### src/verilog/e31x_ctrl_pkg.sv
// Shared definitions for the E31x front-end control block
//   Bus and field types
//   Register byte offsets
//   Status word and LED word bit positions
package e31x_ctrl_pkg;

  // AXI4-Lite bus widths
  typedef logic [13:0] reg_addr_t;
  typedef logic [31:0] reg_data_t;
  typedef logic [3:0]  reg_strb_t;
  typedef logic [1:0]  axi_resp_t;

  // Per-channel front-end control word
  //   [2:0]  TX band select
  //   [5:3]  RX band select
  //   [7:6]  RX B band select
  //   [9:8]  RX C band select
  //   [10]   TX enable A, [11] TX enable B
  //   [12]   TX/RX antenna V2, [13] TX/RX antenna V1
  //   [14]   RX antenna V2, [15] RX antenna V1
  typedef logic [15:0] db_gpio_t;

  // Per-channel LEDs
  // [0] TX/RX receive, [1] TX/RX transmit, [2] RX receive
  typedef logic [2:0] led_t;

  typedef logic [2:0] bandsel_wide_t;
  typedef logic [1:0] bandsel_narrow_t;

  // {PLL lock, 10 MHz present, PPS present, reference lock}
  typedef logic [3:0] tcxo_status_t;

  ////////////////////////////////////////////////////////////
  // Register map
  ////////////////////////////////////////////////////////////

  // Read only
  localparam reg_addr_t REG_DB_STATUS = 14'h0000;
  // Low 16 bits used
  localparam reg_addr_t REG_DB_GPIO0  = 14'h0004;
  localparam reg_addr_t REG_DB_GPIO1  = 14'h0008;
  localparam reg_addr_t REG_LEDS      = 14'h000C;

  // Status word layout, everything else reads 0
  localparam int STAT_RX_LOCK_BIT = 8;
  localparam int STAT_TX_LOCK_BIT = 9;
  localparam int STAT_TCXO_LSB    = 10;

  // LED word layout
  localparam int LED0_LSB = 0;
  localparam int LED1_LSB = 4;

  localparam axi_resp_t RESP_OKAY = 2'b00;

endpackage

### src/verilog/axil_ctrl_regs.sv
`timescale 1ns/1ps
// AXI4-Lite register slave
//   GPIO words for both channels and the LED word, byte strobes honored
//   Read-only daughterboard status word
//   One outstanding write and one outstanding read
module axil_ctrl_regs (
  input  logic                          bus_clk,
  input  logic                          bus_rst,
  input  e31x_ctrl_pkg::reg_addr_t      s_axi_awaddr,
  input  logic                          s_axi_awvalid,
  output logic                          s_axi_awready,
  input  e31x_ctrl_pkg::reg_data_t      s_axi_wdata,
  input  e31x_ctrl_pkg::reg_strb_t      s_axi_wstrb,
  input  logic                          s_axi_wvalid,
  output logic                          s_axi_wready,
  output e31x_ctrl_pkg::axi_resp_t      s_axi_bresp,
  output logic                          s_axi_bvalid,
  input  logic                          s_axi_bready,
  input  e31x_ctrl_pkg::reg_addr_t      s_axi_araddr,
  input  logic                          s_axi_arvalid,
  output logic                          s_axi_arready,
  output e31x_ctrl_pkg::reg_data_t      s_axi_rdata,
  output e31x_ctrl_pkg::axi_resp_t      s_axi_rresp,
  output logic                          s_axi_rvalid,
  input  logic                          s_axi_rready,
  input  e31x_ctrl_pkg::tcxo_status_t   tcxo_status_s,
  input  logic                          tx_lock_s,
  input  logic                          rx_lock_s,
  output e31x_ctrl_pkg::db_gpio_t       db_gpio0,
  output e31x_ctrl_pkg::db_gpio_t       db_gpio1,
  output e31x_ctrl_pkg::led_t           led0,
  output e31x_ctrl_pkg::led_t           led1
);
  import e31x_ctrl_pkg::*;

  typedef enum logic {WR_IDLE, WR_RESP} wr_state_t;
  typedef enum logic {RD_IDLE, RD_RESP} rd_state_t;

  wr_state_t wr_state;
  rd_state_t rd_state;
  logic      wr_fire;
  logic      rd_fire;
  reg_addr_t wr_word;
  reg_addr_t rd_word;
  reg_data_t status_word;
  reg_data_t rd_mux;

  ////////////////////////////////////////////////////////////
  // Handshakes
  ////////////////////////////////////////////////////////////

  // Address and data taken together, blocked while bvalid is up
  assign wr_fire = s_axi_awvalid && s_axi_wvalid && (wr_state == WR_IDLE);
  assign rd_fire = s_axi_arvalid && (rd_state == RD_IDLE);

  assign s_axi_awready = wr_fire;
  assign s_axi_wready  = wr_fire;
  assign s_axi_arready = rd_fire;
  assign s_axi_bvalid  = (wr_state == WR_RESP);
  assign s_axi_rvalid  = (rd_state == RD_RESP);
  // Unmapped and read-only offsets still answer OKAY
  assign s_axi_bresp   = RESP_OKAY;
  assign s_axi_rresp   = RESP_OKAY;

  // Word aligned offsets
  assign wr_word = {s_axi_awaddr[13:2], 2'b00};
  assign rd_word = {s_axi_araddr[13:2], 2'b00};

  always_ff @(posedge bus_clk) begin
    if (bus_rst) begin
      wr_state <= WR_IDLE;
    end else begin
      case (wr_state)
        WR_IDLE: if (wr_fire) wr_state <= WR_RESP;
        WR_RESP: if (s_axi_bready) wr_state <= WR_IDLE;
        default: wr_state <= WR_IDLE;
      endcase
    end
  end

  always_ff @(posedge bus_clk) begin
    if (bus_rst) begin
      rd_state <= RD_IDLE;
    end else begin
      case (rd_state)
        RD_IDLE: if (rd_fire) rd_state <= RD_RESP;
        RD_RESP: if (s_axi_rready) rd_state <= RD_IDLE;
        default: rd_state <= RD_IDLE;
      endcase
    end
  end

  ////////////////////////////////////////////////////////////
  // Writable registers
  ////////////////////////////////////////////////////////////

  always_ff @(posedge bus_clk) begin
    if (bus_rst) begin
      db_gpio0 <= '0;
      db_gpio1 <= '0;
      led0     <= '0;
      led1     <= '0;
    end else if (wr_fire) begin
      case (wr_word)
        REG_DB_GPIO0: begin
          if (s_axi_wstrb[0]) db_gpio0[7:0]  <= s_axi_wdata[7:0];
          if (s_axi_wstrb[1]) db_gpio0[15:8] <= s_axi_wdata[15:8];
        end
        REG_DB_GPIO1: begin
          if (s_axi_wstrb[0]) db_gpio1[7:0]  <= s_axi_wdata[7:0];
          if (s_axi_wstrb[1]) db_gpio1[15:8] <= s_axi_wdata[15:8];
        end
        // Both LED fields sit in byte 0
        REG_LEDS: begin
          if (s_axi_wstrb[0]) begin
            led0 <= s_axi_wdata[LED0_LSB +: $bits(led_t)];
            led1 <= s_axi_wdata[LED1_LSB +: $bits(led_t)];
          end
        end
        // Status word and holes in the map drop the data
        default: ;
      endcase
    end
  end

  ////////////////////////////////////////////////////////////
  // Read path
  ////////////////////////////////////////////////////////////

  always_comb begin
    status_word = '0;
    status_word[STAT_TCXO_LSB +: $bits(tcxo_status_t)] = tcxo_status_s;
    status_word[STAT_TX_LOCK_BIT] = tx_lock_s;
    status_word[STAT_RX_LOCK_BIT] = rx_lock_s;
  end

  always_comb begin
    rd_mux = '0;
    case (rd_word)
      REG_DB_STATUS: rd_mux = status_word;
      REG_DB_GPIO0:  rd_mux[15:0] = db_gpio0;
      REG_DB_GPIO1:  rd_mux[15:0] = db_gpio1;
      REG_LEDS: begin
        rd_mux[LED0_LSB +: $bits(led_t)] = led0;
        rd_mux[LED1_LSB +: $bits(led_t)] = led1;
      end
      default: rd_mux = '0;
    endcase
  end

  // Captured with arready, held while rvalid waits
  always_ff @(posedge bus_clk) begin
    if (rd_fire) s_axi_rdata <= rd_mux;
  end

  // Response stays put until the master takes it
  a_b_hold: assert property (@(posedge bus_clk) disable iff (bus_rst)
    s_axi_bvalid && !s_axi_bready |=> s_axi_bvalid && $stable(s_axi_bresp));

  a_r_hold: assert property (@(posedge bus_clk) disable iff (bus_rst)
    s_axi_rvalid && !s_axi_rready |=> s_axi_rvalid && $stable(s_axi_rdata));

endmodule

### src/verilog/status_sync.sv
`timescale 1ns/1ps
// Status resync onto bus_clk
//   Two-flop sync for reference status and PLL locks
//   Three-flop PPS copy for the time keeping GPIO
module status_sync (
  input  logic                          bus_clk,
  input  logic                          bus_rst,
  input  e31x_ctrl_pkg::tcxo_status_t   tcxo_status,
  input  logic                          tx_pll_lock,
  input  logic                          rx_pll_lock,
  input  logic                          gps_pps,
  output e31x_ctrl_pkg::tcxo_status_t   tcxo_status_s,
  output logic                          tx_lock_s,
  output logic                          rx_lock_s,
  output logic                          pps_gpio
);
  import e31x_ctrl_pkg::*;

  localparam int SYNC_W = $bits(tcxo_status_t) + 2;

  logic [SYNC_W-1:0] st_meta;
  logic [SYNC_W-1:0] st_sync;
  logic [2:0]        pps_dly;

  // Inputs come from other clock domains
  always_ff @(posedge bus_clk) begin
    st_meta <= {tcxo_status, tx_pll_lock, rx_pll_lock};
    st_sync <= st_meta;
  end

  assign {tcxo_status_s, tx_lock_s, rx_lock_s} = st_sync;

  // PPS delay line
  always_ff @(posedge bus_clk) begin
    if (bus_rst) begin
      pps_dly <= '0;
    end else begin
      pps_dly <= {pps_dly[1:0], gps_pps};
    end
  end

  assign pps_gpio = pps_dly[2];

endmodule

### src/verilog/button_irq.sv
`timescale 1ns/1ps
// Power switch interrupts
//   Press and release edge detect on the active-low debounced switch
//   Each edge stretched to IRQ_STRETCH cycles
module button_irq #(
  parameter int IRQ_STRETCH = 8
) (
  input  logic bus_clk,
  input  logic bus_rst,
  input  logic onswitch_db,
  output logic press_irq,
  output logic release_irq
);

  logic [1:0]             sw_hist;
  // Marks history slots filled since reset
  logic [1:0]             hist_vld;
  logic                   press_edge;
  logic                   release_edge;
  logic [IRQ_STRETCH-1:0] press_sr;
  logic [IRQ_STRETCH-1:0] release_sr;

  // Low now after two high samples is a press
  assign press_edge   = hist_vld[1] && !onswitch_db && sw_hist[0] && sw_hist[1];
  // Mirror case, the reset lows in the history do not count
  assign release_edge = hist_vld[1] && onswitch_db && !sw_hist[0] && !sw_hist[1];

  always_ff @(posedge bus_clk) begin
    if (bus_rst) begin
      sw_hist    <= 2'b00;
      hist_vld   <= 2'b00;
      press_sr   <= '0;
      release_sr <= '0;
    end else begin
      sw_hist    <= {sw_hist[0], onswitch_db};
      hist_vld   <= {hist_vld[0], 1'b1};
      press_sr   <= {press_sr[IRQ_STRETCH-2:0], press_edge};
      release_sr <= {release_sr[IRQ_STRETCH-2:0], release_edge};
    end
  end

  // Stretched so the interrupt is not missed
  assign press_irq   = |press_sr;
  assign release_irq = |release_sr;

  a_irq_excl: assert property (@(posedge bus_clk) disable iff (bus_rst)
    !($rose(press_irq) && $rose(release_irq)));

endmodule

### src/verilog/fe_pin_map.sv
`timescale 1ns/1ps
// Front-end pin mapping
//   Register channel 1 to channel-1 pins, register channel 0 to channel-2 pins
//   TX band select shared by both channels
//   LED words follow the same swap
module fe_pin_map (
  input  e31x_ctrl_pkg::db_gpio_t          db_gpio0,
  input  e31x_ctrl_pkg::db_gpio_t          db_gpio1,
  input  e31x_ctrl_pkg::led_t              led0,
  input  e31x_ctrl_pkg::led_t              led1,
  output e31x_ctrl_pkg::bandsel_wide_t     tx_bandsel,
  output e31x_ctrl_pkg::bandsel_wide_t     rx1_bandsel,
  output e31x_ctrl_pkg::bandsel_wide_t     rx2_bandsel,
  output e31x_ctrl_pkg::bandsel_narrow_t   rx1b_bandsel,
  output e31x_ctrl_pkg::bandsel_narrow_t   rx1c_bandsel,
  output e31x_ctrl_pkg::bandsel_narrow_t   rx2b_bandsel,
  output e31x_ctrl_pkg::bandsel_narrow_t   rx2c_bandsel,
  output logic                             tx_enable1a,
  output logic                             tx_enable1b,
  output logic                             tx_enable2a,
  output logic                             tx_enable2b,
  output logic                             vctxrx1_v1,
  output logic                             vctxrx1_v2,
  output logic                             vctxrx2_v1,
  output logic                             vctxrx2_v2,
  output logic                             vcrx1_v1,
  output logic                             vcrx1_v2,
  output logic                             vcrx2_v1,
  output logic                             vcrx2_v2,
  output logic                             led_txrx1_tx,
  output logic                             led_txrx1_rx,
  output logic                             led_rx1_rx,
  output logic                             led_txrx2_tx,
  output logic                             led_txrx2_rx,
  output logic                             led_rx2_rx
);
  import e31x_ctrl_pkg::*;

  bandsel_wide_t tx1_bandsel;
  bandsel_wide_t tx2_bandsel;

  // Channel-1 pins from register channel 1, MSB first
  assign {vcrx1_v1, vcrx1_v2, vctxrx1_v1, vctxrx1_v2,
          tx_enable1b, tx_enable1a,
          rx1c_bandsel, rx1b_bandsel, rx1_bandsel,
          tx1_bandsel} = db_gpio1;

  // Channel-2 pins from register channel 0
  assign {vcrx2_v1, vcrx2_v2, vctxrx2_v1, vctxrx2_v2,
          tx_enable2b, tx_enable2a,
          rx2c_bandsel, rx2b_bandsel, rx2_bandsel,
          tx2_bandsel} = db_gpio0;

  // Both channels tune together
  // OR lets software drive either channel alone
  assign tx_bandsel = tx1_bandsel | tx2_bandsel;

  // LEDs, {RX rx, TX/RX tx, TX/RX rx}
  assign {led_rx1_rx, led_txrx1_tx, led_txrx1_rx} = led1;
  assign {led_rx2_rx, led_txrx2_tx, led_txrx2_rx} = led0;

endmodule

### src/verilog/e31x_ctrl_top.sv
`timescale 1ns/1ps
// E31x front-end control top level
//   AXI4-Lite register slave
//   Status and PPS resync
//   Power button interrupts
//   Front-end pin mapping
module e31x_ctrl_top #(
  parameter int IRQ_STRETCH = 8
) (
  input  logic                             bus_clk,
  input  logic                             bus_rst,
  // AXI4-Lite slave
  input  e31x_ctrl_pkg::reg_addr_t         s_axi_awaddr,
  input  logic                             s_axi_awvalid,
  output logic                             s_axi_awready,
  input  e31x_ctrl_pkg::reg_data_t         s_axi_wdata,
  input  e31x_ctrl_pkg::reg_strb_t         s_axi_wstrb,
  input  logic                             s_axi_wvalid,
  output logic                             s_axi_wready,
  output e31x_ctrl_pkg::axi_resp_t         s_axi_bresp,
  output logic                             s_axi_bvalid,
  input  logic                             s_axi_bready,
  input  e31x_ctrl_pkg::reg_addr_t         s_axi_araddr,
  input  logic                             s_axi_arvalid,
  output logic                             s_axi_arready,
  output e31x_ctrl_pkg::reg_data_t         s_axi_rdata,
  output e31x_ctrl_pkg::axi_resp_t         s_axi_rresp,
  output logic                             s_axi_rvalid,
  input  logic                             s_axi_rready,
  // Board inputs
  input  logic                             onswitch_db,
  input  logic                             gps_pps,
  input  e31x_ctrl_pkg::tcxo_status_t      tcxo_status,
  input  logic                             tx_pll_lock,
  input  logic                             rx_pll_lock,
  // Interrupts and PPS copy
  output logic                             press_irq,
  output logic                             release_irq,
  output logic                             pps_gpio,
  // Band selects
  output e31x_ctrl_pkg::bandsel_wide_t     tx_bandsel,
  output e31x_ctrl_pkg::bandsel_wide_t     rx1_bandsel,
  output e31x_ctrl_pkg::bandsel_wide_t     rx2_bandsel,
  output e31x_ctrl_pkg::bandsel_narrow_t   rx1b_bandsel,
  output e31x_ctrl_pkg::bandsel_narrow_t   rx1c_bandsel,
  output e31x_ctrl_pkg::bandsel_narrow_t   rx2b_bandsel,
  output e31x_ctrl_pkg::bandsel_narrow_t   rx2c_bandsel,
  // Enables
  output logic                             tx_enable1a,
  output logic                             tx_enable1b,
  output logic                             tx_enable2a,
  output logic                             tx_enable2b,
  // Antenna selects
  output logic                             vctxrx1_v1,
  output logic                             vctxrx1_v2,
  output logic                             vctxrx2_v1,
  output logic                             vctxrx2_v2,
  output logic                             vcrx1_v1,
  output logic                             vcrx1_v2,
  output logic                             vcrx2_v1,
  output logic                             vcrx2_v2,
  // LEDs
  output logic                             led_txrx1_tx,
  output logic                             led_txrx1_rx,
  output logic                             led_rx1_rx,
  output logic                             led_txrx2_tx,
  output logic                             led_txrx2_rx,
  output logic                             led_rx2_rx
);
  import e31x_ctrl_pkg::*;

  // Register words to the pin mapper
  db_gpio_t     db_gpio0;
  db_gpio_t     db_gpio1;
  led_t         led0;
  led_t         led1;
  // Resynchronized status
  tcxo_status_t tcxo_status_s;
  logic         tx_lock_s;
  logic         rx_lock_s;

  axil_ctrl_regs u_regs (
    .bus_clk       (bus_clk),
    .bus_rst       (bus_rst),
    .s_axi_awaddr  (s_axi_awaddr),
    .s_axi_awvalid (s_axi_awvalid),
    .s_axi_awready (s_axi_awready),
    .s_axi_wdata   (s_axi_wdata),
    .s_axi_wstrb   (s_axi_wstrb),
    .s_axi_wvalid  (s_axi_wvalid),
    .s_axi_wready  (s_axi_wready),
    .s_axi_bresp   (s_axi_bresp),
    .s_axi_bvalid  (s_axi_bvalid),
    .s_axi_bready  (s_axi_bready),
    .s_axi_araddr  (s_axi_araddr),
    .s_axi_arvalid (s_axi_arvalid),
    .s_axi_arready (s_axi_arready),
    .s_axi_rdata   (s_axi_rdata),
    .s_axi_rresp   (s_axi_rresp),
    .s_axi_rvalid  (s_axi_rvalid),
    .s_axi_rready  (s_axi_rready),
    .tcxo_status_s (tcxo_status_s),
    .tx_lock_s     (tx_lock_s),
    .rx_lock_s     (rx_lock_s),
    .db_gpio0      (db_gpio0),
    .db_gpio1      (db_gpio1),
    .led0          (led0),
    .led1          (led1)
  );

  status_sync u_status_sync (
    .bus_clk       (bus_clk),
    .bus_rst       (bus_rst),
    .tcxo_status   (tcxo_status),
    .tx_pll_lock   (tx_pll_lock),
    .rx_pll_lock   (rx_pll_lock),
    .gps_pps       (gps_pps),
    .tcxo_status_s (tcxo_status_s),
    .tx_lock_s     (tx_lock_s),
    .rx_lock_s     (rx_lock_s),
    .pps_gpio      (pps_gpio)
  );

  button_irq #(
    .IRQ_STRETCH (IRQ_STRETCH)
  ) u_button_irq (
    .bus_clk     (bus_clk),
    .bus_rst     (bus_rst),
    .onswitch_db (onswitch_db),
    .press_irq   (press_irq),
    .release_irq (release_irq)
  );

  fe_pin_map u_pin_map (
    .db_gpio0     (db_gpio0),
    .db_gpio1     (db_gpio1),
    .led0         (led0),
    .led1         (led1),
    .tx_bandsel   (tx_bandsel),
    .rx1_bandsel  (rx1_bandsel),
    .rx2_bandsel  (rx2_bandsel),
    .rx1b_bandsel (rx1b_bandsel),
    .rx1c_bandsel (rx1c_bandsel),
    .rx2b_bandsel (rx2b_bandsel),
    .rx2c_bandsel (rx2c_bandsel),
    .tx_enable1a  (tx_enable1a),
    .tx_enable1b  (tx_enable1b),
    .tx_enable2a  (tx_enable2a),
    .tx_enable2b  (tx_enable2b),
    .vctxrx1_v1   (vctxrx1_v1),
    .vctxrx1_v2   (vctxrx1_v2),
    .vctxrx2_v1   (vctxrx2_v1),
    .vctxrx2_v2   (vctxrx2_v2),
    .vcrx1_v1     (vcrx1_v1),
    .vcrx1_v2     (vcrx1_v2),
    .vcrx2_v1     (vcrx2_v1),
    .vcrx2_v2     (vcrx2_v2),
    .led_txrx1_tx (led_txrx1_tx),
    .led_txrx1_rx (led_txrx1_rx),
    .led_rx1_rx   (led_rx1_rx),
    .led_txrx2_tx (led_txrx2_tx),
    .led_txrx2_rx (led_txrx2_rx),
    .led_rx2_rx   (led_rx2_rx)
  );

endmodule

### config.mk
export PLATFORM = sky130hd
export DESIGN_NAME = e31x_ctrl_top
export DESIGN_NICKNAME = d
export VERILOG_FILES = /design/src/verilog/e31x_ctrl_pkg.sv /design/src/verilog/axil_ctrl_regs.sv /design/src/verilog/status_sync.sv /design/src/verilog/button_irq.sv /design/src/verilog/fe_pin_map.sv /design/src/verilog/e31x_ctrl_top.sv
export SDC_FILE = /design/constraint.sdc
export NUM_CORES = 1
export LEC_CHECK = 0
export BUFFER_PORTS_ARGS = -buffer_cell sky130_fd_sc_hd__clkbuf_2
export CAP_MARGIN = 30
export CORE_MARGIN = 5
export CORE_UTILIZATION = 52
export DETAILED_ROUTE_END_ITERATION = 10
export PLACE_DENSITY = 0.85
export SLEW_MARGIN = 15
export SYNTH_ARGS = -nofsm -noshare
export SYNTH_HDL_FRONTEND = slang
export SYNTH_HIERARCHICAL = 1
export SYNTH_SLANG_ARGS = --single-unit
### constraint.sdc
create_clock -name bus_clk -period 2.98 [get_ports bus_clk]
set_input_delay 0.447 -clock bus_clk [delete_from_list [all_inputs] [get_ports bus_clk]]
set_output_delay 0.447 -clock bus_clk [all_outputs]
set_load 0.01 [all_outputs]
Yosys cells after proc, flatten, opt, wreduce, memory -nomap -nowiden. Index checks and enable logic that the tools add are counted.

Bits in registers: 91. Bits in latches: 0. RAM bits: 0. Memory bits (read-only): 0. Bits of input ports: 79. Word-level logic and storage cells: 57. Memories: 0.

Add/subtract/negate cells: 0. Multipliers: 0. Div/mod/pow operators: 0. Magnitude comparators: 0. Eq/ne operators: 6. Shifts and indexed selects: 0. Muxes and demuxes: 11. Bitwise logic cells: 3. Reduce and logical (&&, ||, !) cells: 20.

Operators with widths (number): $eq A12 B2 Y1 const B (4); $pmux W9 S3 (1); $eq A12 B1 Y1 const B (2); $pmux W3 S3 (2); $reduce_or A8 Y1 (2); $reduce_and A3 Y1 (5); $logic_not A14 Y1 (1); $logic_and A1 B1 Y1 (9); $pmux W1 S2 (3); $mux W1 (5); $logic_not A1 Y1 (3); $or A3 B3 Y3 (1); $not A1 Y1 (2).

Longest topological paths before layout.
Depth in word-level cells: 4. Gate-level depth with buffers: 4.

Cells and area by module. The synthesis kept the hierarchy.

Modules (own cells, without submodules): axil_ctrl_regs (times used 1, cells each 252, area each 2798.9 µm²); button_irq (times used 1, cells each 49, area each 604.3 µm²); status_sync (times used 1, cells each 18, area each 319.1 µm²); fe_pin_map (times used 1, cells each 35, area each 259.0 µm²).

Least setup slack after synthesis. OpenSTA, ideal clock, no wires.

Path kind: in2out. From: in s_axi_arvalid. To: out s_axi_arready. Data arrival time: 1337 ps. Required time: 2533 ps. Path slack: 1196 ps. Stages: 1. Path buffers: 0. Path through: nor2b_1.

Longest elaborated chain between the ends: 1.

RTL lines: start: declaration (RTL line e31x_ctrl_top.sv:24) `input logic s_axi_arvalid,`; $logic_and A1 B1 Y1 (RTL line axil_ctrl_regs.sv:54) `assign rd_fire = s_axi_arvalid && (rd_state == RD_IDLE);`; end: declaration (RTL line e31x_ctrl_top.sv:25) `output logic s_axi_arready,`.

Every way passes these cells.

Final worst setup path.
From: in s_axi_araddr[3]. To: reg u_regs.s_axi_rdata[5], data pin.

Longest elaborated chain between the ends: 2.

RTL lines: start: declaration (RTL line e31x_ctrl_top.sv:23) `input e31x_ctrl_pkg::reg_addr_t s_axi_araddr,`; $eq A12 B2 Y1 or $eq A12 B1 Y1 (tied branches) (RTL line axil_ctrl_regs.sv:139) `case (rd_word)`; $pmux W3 S3 * (RTL line axil_ctrl_regs.sv:139); via u_regs.rd_mux[5] (RTL line axil_ctrl_regs.sv:46) `reg_data_t rd_mux;`; end signal: assignment (RTL line axil_ctrl_regs.sv:153) `if (rd_fire) s_axi_rdata <= rd_mux;`; end: declaration (RTL line axil_ctrl_regs.sv:22) `output e31x_ctrl_pkg::reg_data_t s_axi_rdata,`.

Mark *: on every way through the listed nets, which the timed path passes. The rest lies on a longest branch. A chain may end at the register's enable or synchronous reset.

==> impl_metrics.py <==
metrics = {
    "status": {
        "outcome": "complete, no violations",
    },
    "route": {
        "wl_um": 8190,
        "drtIter0Drc": 111,
        "drc": 0,
        "vias_per_cell": 4.88,
        "ant_nets": 0,
        "num_vias": 2641,
        "dr.pass1.iters": 4,
        "post_drt_wl_per_cell_um": 15.1,
    },
    "sta": {
        "finClkSkew_ps": 9.42,
        "hold_violations": 0,
        "timing.final.max_slew_violations": 0,
        "setup_tns_ps": 0,
        "slew_headroom_pct": 37.3,
        "period_share_pct": 62.4,
        "max_freq_ghz": 0.538,
        "fin_crit_ps": 1860,
        "tightest_slew_ps": 939,
        "final-setup-viol-count": 0,
        "rsz0062_at_grt": "no",
    },
    "synthesis": {
        "synthDistinctLibCells": 30,
        "avgSynthCellArea_um2": 11.2,
        "synth-edff-count": 16,
        "synth_area_leaders": "dfxtp_1 (38%), edfxtp_1 (12%), mux2i_1 (11%)",
        "yosys_warnings": 6,
        "syn_area_um2": 3980,
        "ys.flop_type": "dfxtp_1",
        "ys_seq_area_share_pct": 49.8,
        "syn_inst": 354,
        "synth.top_cell.area_share_pct": 37.7,
        "yosys.area.top_type": "dfxtp_1",
        "async_reset_ff_share_pct": 0,
        "yosys_register_bits": 91,
    },
    "die": {
        "start_util_pct": 52.3,
        "num_io_pins": 158,
        "die_w_um": 97.5,
        "core_area_um2": 7610,
        "die_y_um": 97.5,
        "num_rows": 32,
        "dieArea_um2": 9510,
    },
    "finish": {
        "fillerInstances": 669,
        "diodes": 0,
        "area_delta_synth_final_pct": 13.8,
        "drive_above_1_share_pct": 33.9,
        "nets": 513,
        "finalNonFillerCells": 541,
    },
    "global_route": {
        "gr-total-overflow": 0,
        "grt_pass1_wl_um": 13000,
        "antenna_found_initial": 0,
        "grt_max_degree": 41,
        "grt_usage_pct": 17.0,
        "grt_pass1_vias": 2687,
    },
    "worst_setup_path": {
        "worstSetupPathType": "primary input to flip-flop",
        "critical_path_buf_inv_count": 1,
        "cpPeakStageDelay_ps": 810,
        "crit_path_top_delay_cell": "nor2b_1",
        "end_kind": "flip-flop",
        "cp_cell_sequence": "clkbuf_2 -> nor2b_1 -> a22oi_1 -> nor2_1",
        "cp_max_fo": 14,
        "cp-start-kind": "primary input",
        "critical_path_arrival_ps": 2040,
        "cp.required_ps": 3160,
        "critical_path.top_delay_family": "simple AND/OR/NAND/NOR gates",
    },
    "clock_tree": {
        "cts_buffers": 9,
        "post_cts_buffers": 0,
        "root_buffer": "clkbuf_8",
        "cts_resized": 0,
        "clock_path_buffers": 2,
        "cts_hold_buf": 0,
        "insertion_delay_ps": 340,
        "clk_pin_slew_worst_paths_ps": 90,
        "htreeDepth": 3,
        "cts.sinks": 91,
        "cts_tree": "yes",
    },
    "run": {
        "cap_viol_max_count": 0,
    },
    "placed_design": {
        "hpwl_um": 5920,
        "place_congestion": 0.739,
        "port_buffers": 115,
        "dp_cells": 525,
    },
    "power_and_ir_drop": {
        "power.density_nw_per_um2": 514,
        "ir_worst_vdd_uv": 321,
        "leakage_uw": 0.00213,
    },
    "worst_hold_path": {
        "hold_class": "primary input to flip-flop",
    },
}
## per-stage QoR
| stage | area (um^2) | utilization [%] | total power [uW] | setup slack (ps) | hold slack, ps |
|---|---|---|---|---|---|
| after floorplan | 4050 | - | 1420 | 1200 | 310 |
| after global placement | 4300 | 56.5 | 1480 | 831 | 312 |
| after detailed placement | 4320 | 56.8 | 1490 | 728 | 312 |
| after CTS | 4530 | 59.6 | 2350 | 1110 | 177 |
| after global routing | 4530 | 59.6 | 2420 | 1030 | 175 |
| final | 4530 | 59.6 | 2330 | 1120 | 199 |
## sequential cells by signal, summed over array words and instances, names as in the netlist, 2 cells and up
register and count:
u_status_sync/st_sync 6, u_status_sync/st_meta 6, u_regs/led1 3, u_button_irq/release_sr 8
u_regs/s_axi_rdata 16, u_regs/db_gpio0 16, u_regs/led0 3, u_button_irq/press_sr 8
u_regs/db_gpio1 16, u_status_sync/pps_dly 3, u_button_irq/hist_vld 2, u_button_irq/sw_hist 2
## cells by family (layout without fill, tap and decap cells)
logic type / count (synthesis) / after routing / synth area share, %
flops: 91 / 91 / 49.8
buf+inv: 68 / 134 / 11.9
mux: 51 / 51 / 13.0
simple gates: 126 / 126 / 21.8
other cells: 1 / 20 / 0.0942
compound gates: 17 / 17 / 3.39
## cells in the mapped netlist (2+ instances only)
cell	instances
nand2b_1	54
buf_4	54
mux2_2	7
edfxtp_1	16
buf_6	2
clkbuf_1	10
nor2b_1	17
a2bb2oi_1	6
dfxtp_1	75
nor4_4	2
and2b_1	6
nor2_1	20
and4b_1	2
nand4_4	3
mux2i_1	44
nand2_1	4
or2_1	3
and4_1	2
nor4b_2	2
nor4_1	6
a22oi_1	10
## worst reg2reg max path: cells and delay by family, from the launching register on
kind          cells  cell delay, ps
simple gates      2             970
flops             1             340
mux               1             280
## cell usage in the layout, fill, tap and decap left out, drive strengths merged
cell type / count
a211oi: 1
a22oi: 10
a2bb2oi: 6
and2b: 6
and4: 2
and4b: 2
buf: 2
bufinv: 2
clkbuf: 125
clkinv: 4
conb: 20
dfxtp: 75
edfxtp: 16
inv: 1
mux2: 7
mux2i: 44
nand2: 4
nand2b: 55
nand3: 1
nand4: 3
nor2: 20
nor2b: 17
nor3: 1
nor4: 8
nor4b: 3
nor4bb: 1
or2: 3
## final timing paths
path,from,endpoint,slack [ps],cells after the start
setup / recovery,s_axi_araddr[3],u_regs/s_axi_rdata[5],1120,4
hold / removal,tcxo_status[3],u_status_sync/st_meta[5],200,1
setup reg to reg,u_regs/s_axi_bvalid,u_regs/db_gpio0[12],1320,3
hold reg to reg,u_status_sync/st_meta[2],u_status_sync/st_sync[2],330,0
## per-layer routing
metal  share of wire [%]  GRT usage [%]  up-vias
met5                   0              0        -
met4                 1.8           6.71        0
met3                 7.0           4.45       11
met2                  50           29.0       94
met1                  41           20.5     1246
li1                    -              -     1290
## area by class of cell
cell class                 count  area [um^2]  share of cell area (%)
multi-input combinational    214         1600                    35.3
inverter                       1         3.75                  0.0828
clock inverter                 6         80.1                    1.77
sequential                    91         1980                    43.7
clock buffer                  10          128                    2.82
timing repair buffer         117          611                    13.5
tap                          102          128                    2.82
## power by group
group / internal [uW] / switching [uW] / total, uW
Combinational: 76.5 / 93.5 / 170
Clock: 467 / 405 / 873
Sequential: 1270 / 10.2 / 1290
Note: power is estimated with default switching activity, not from simulation.
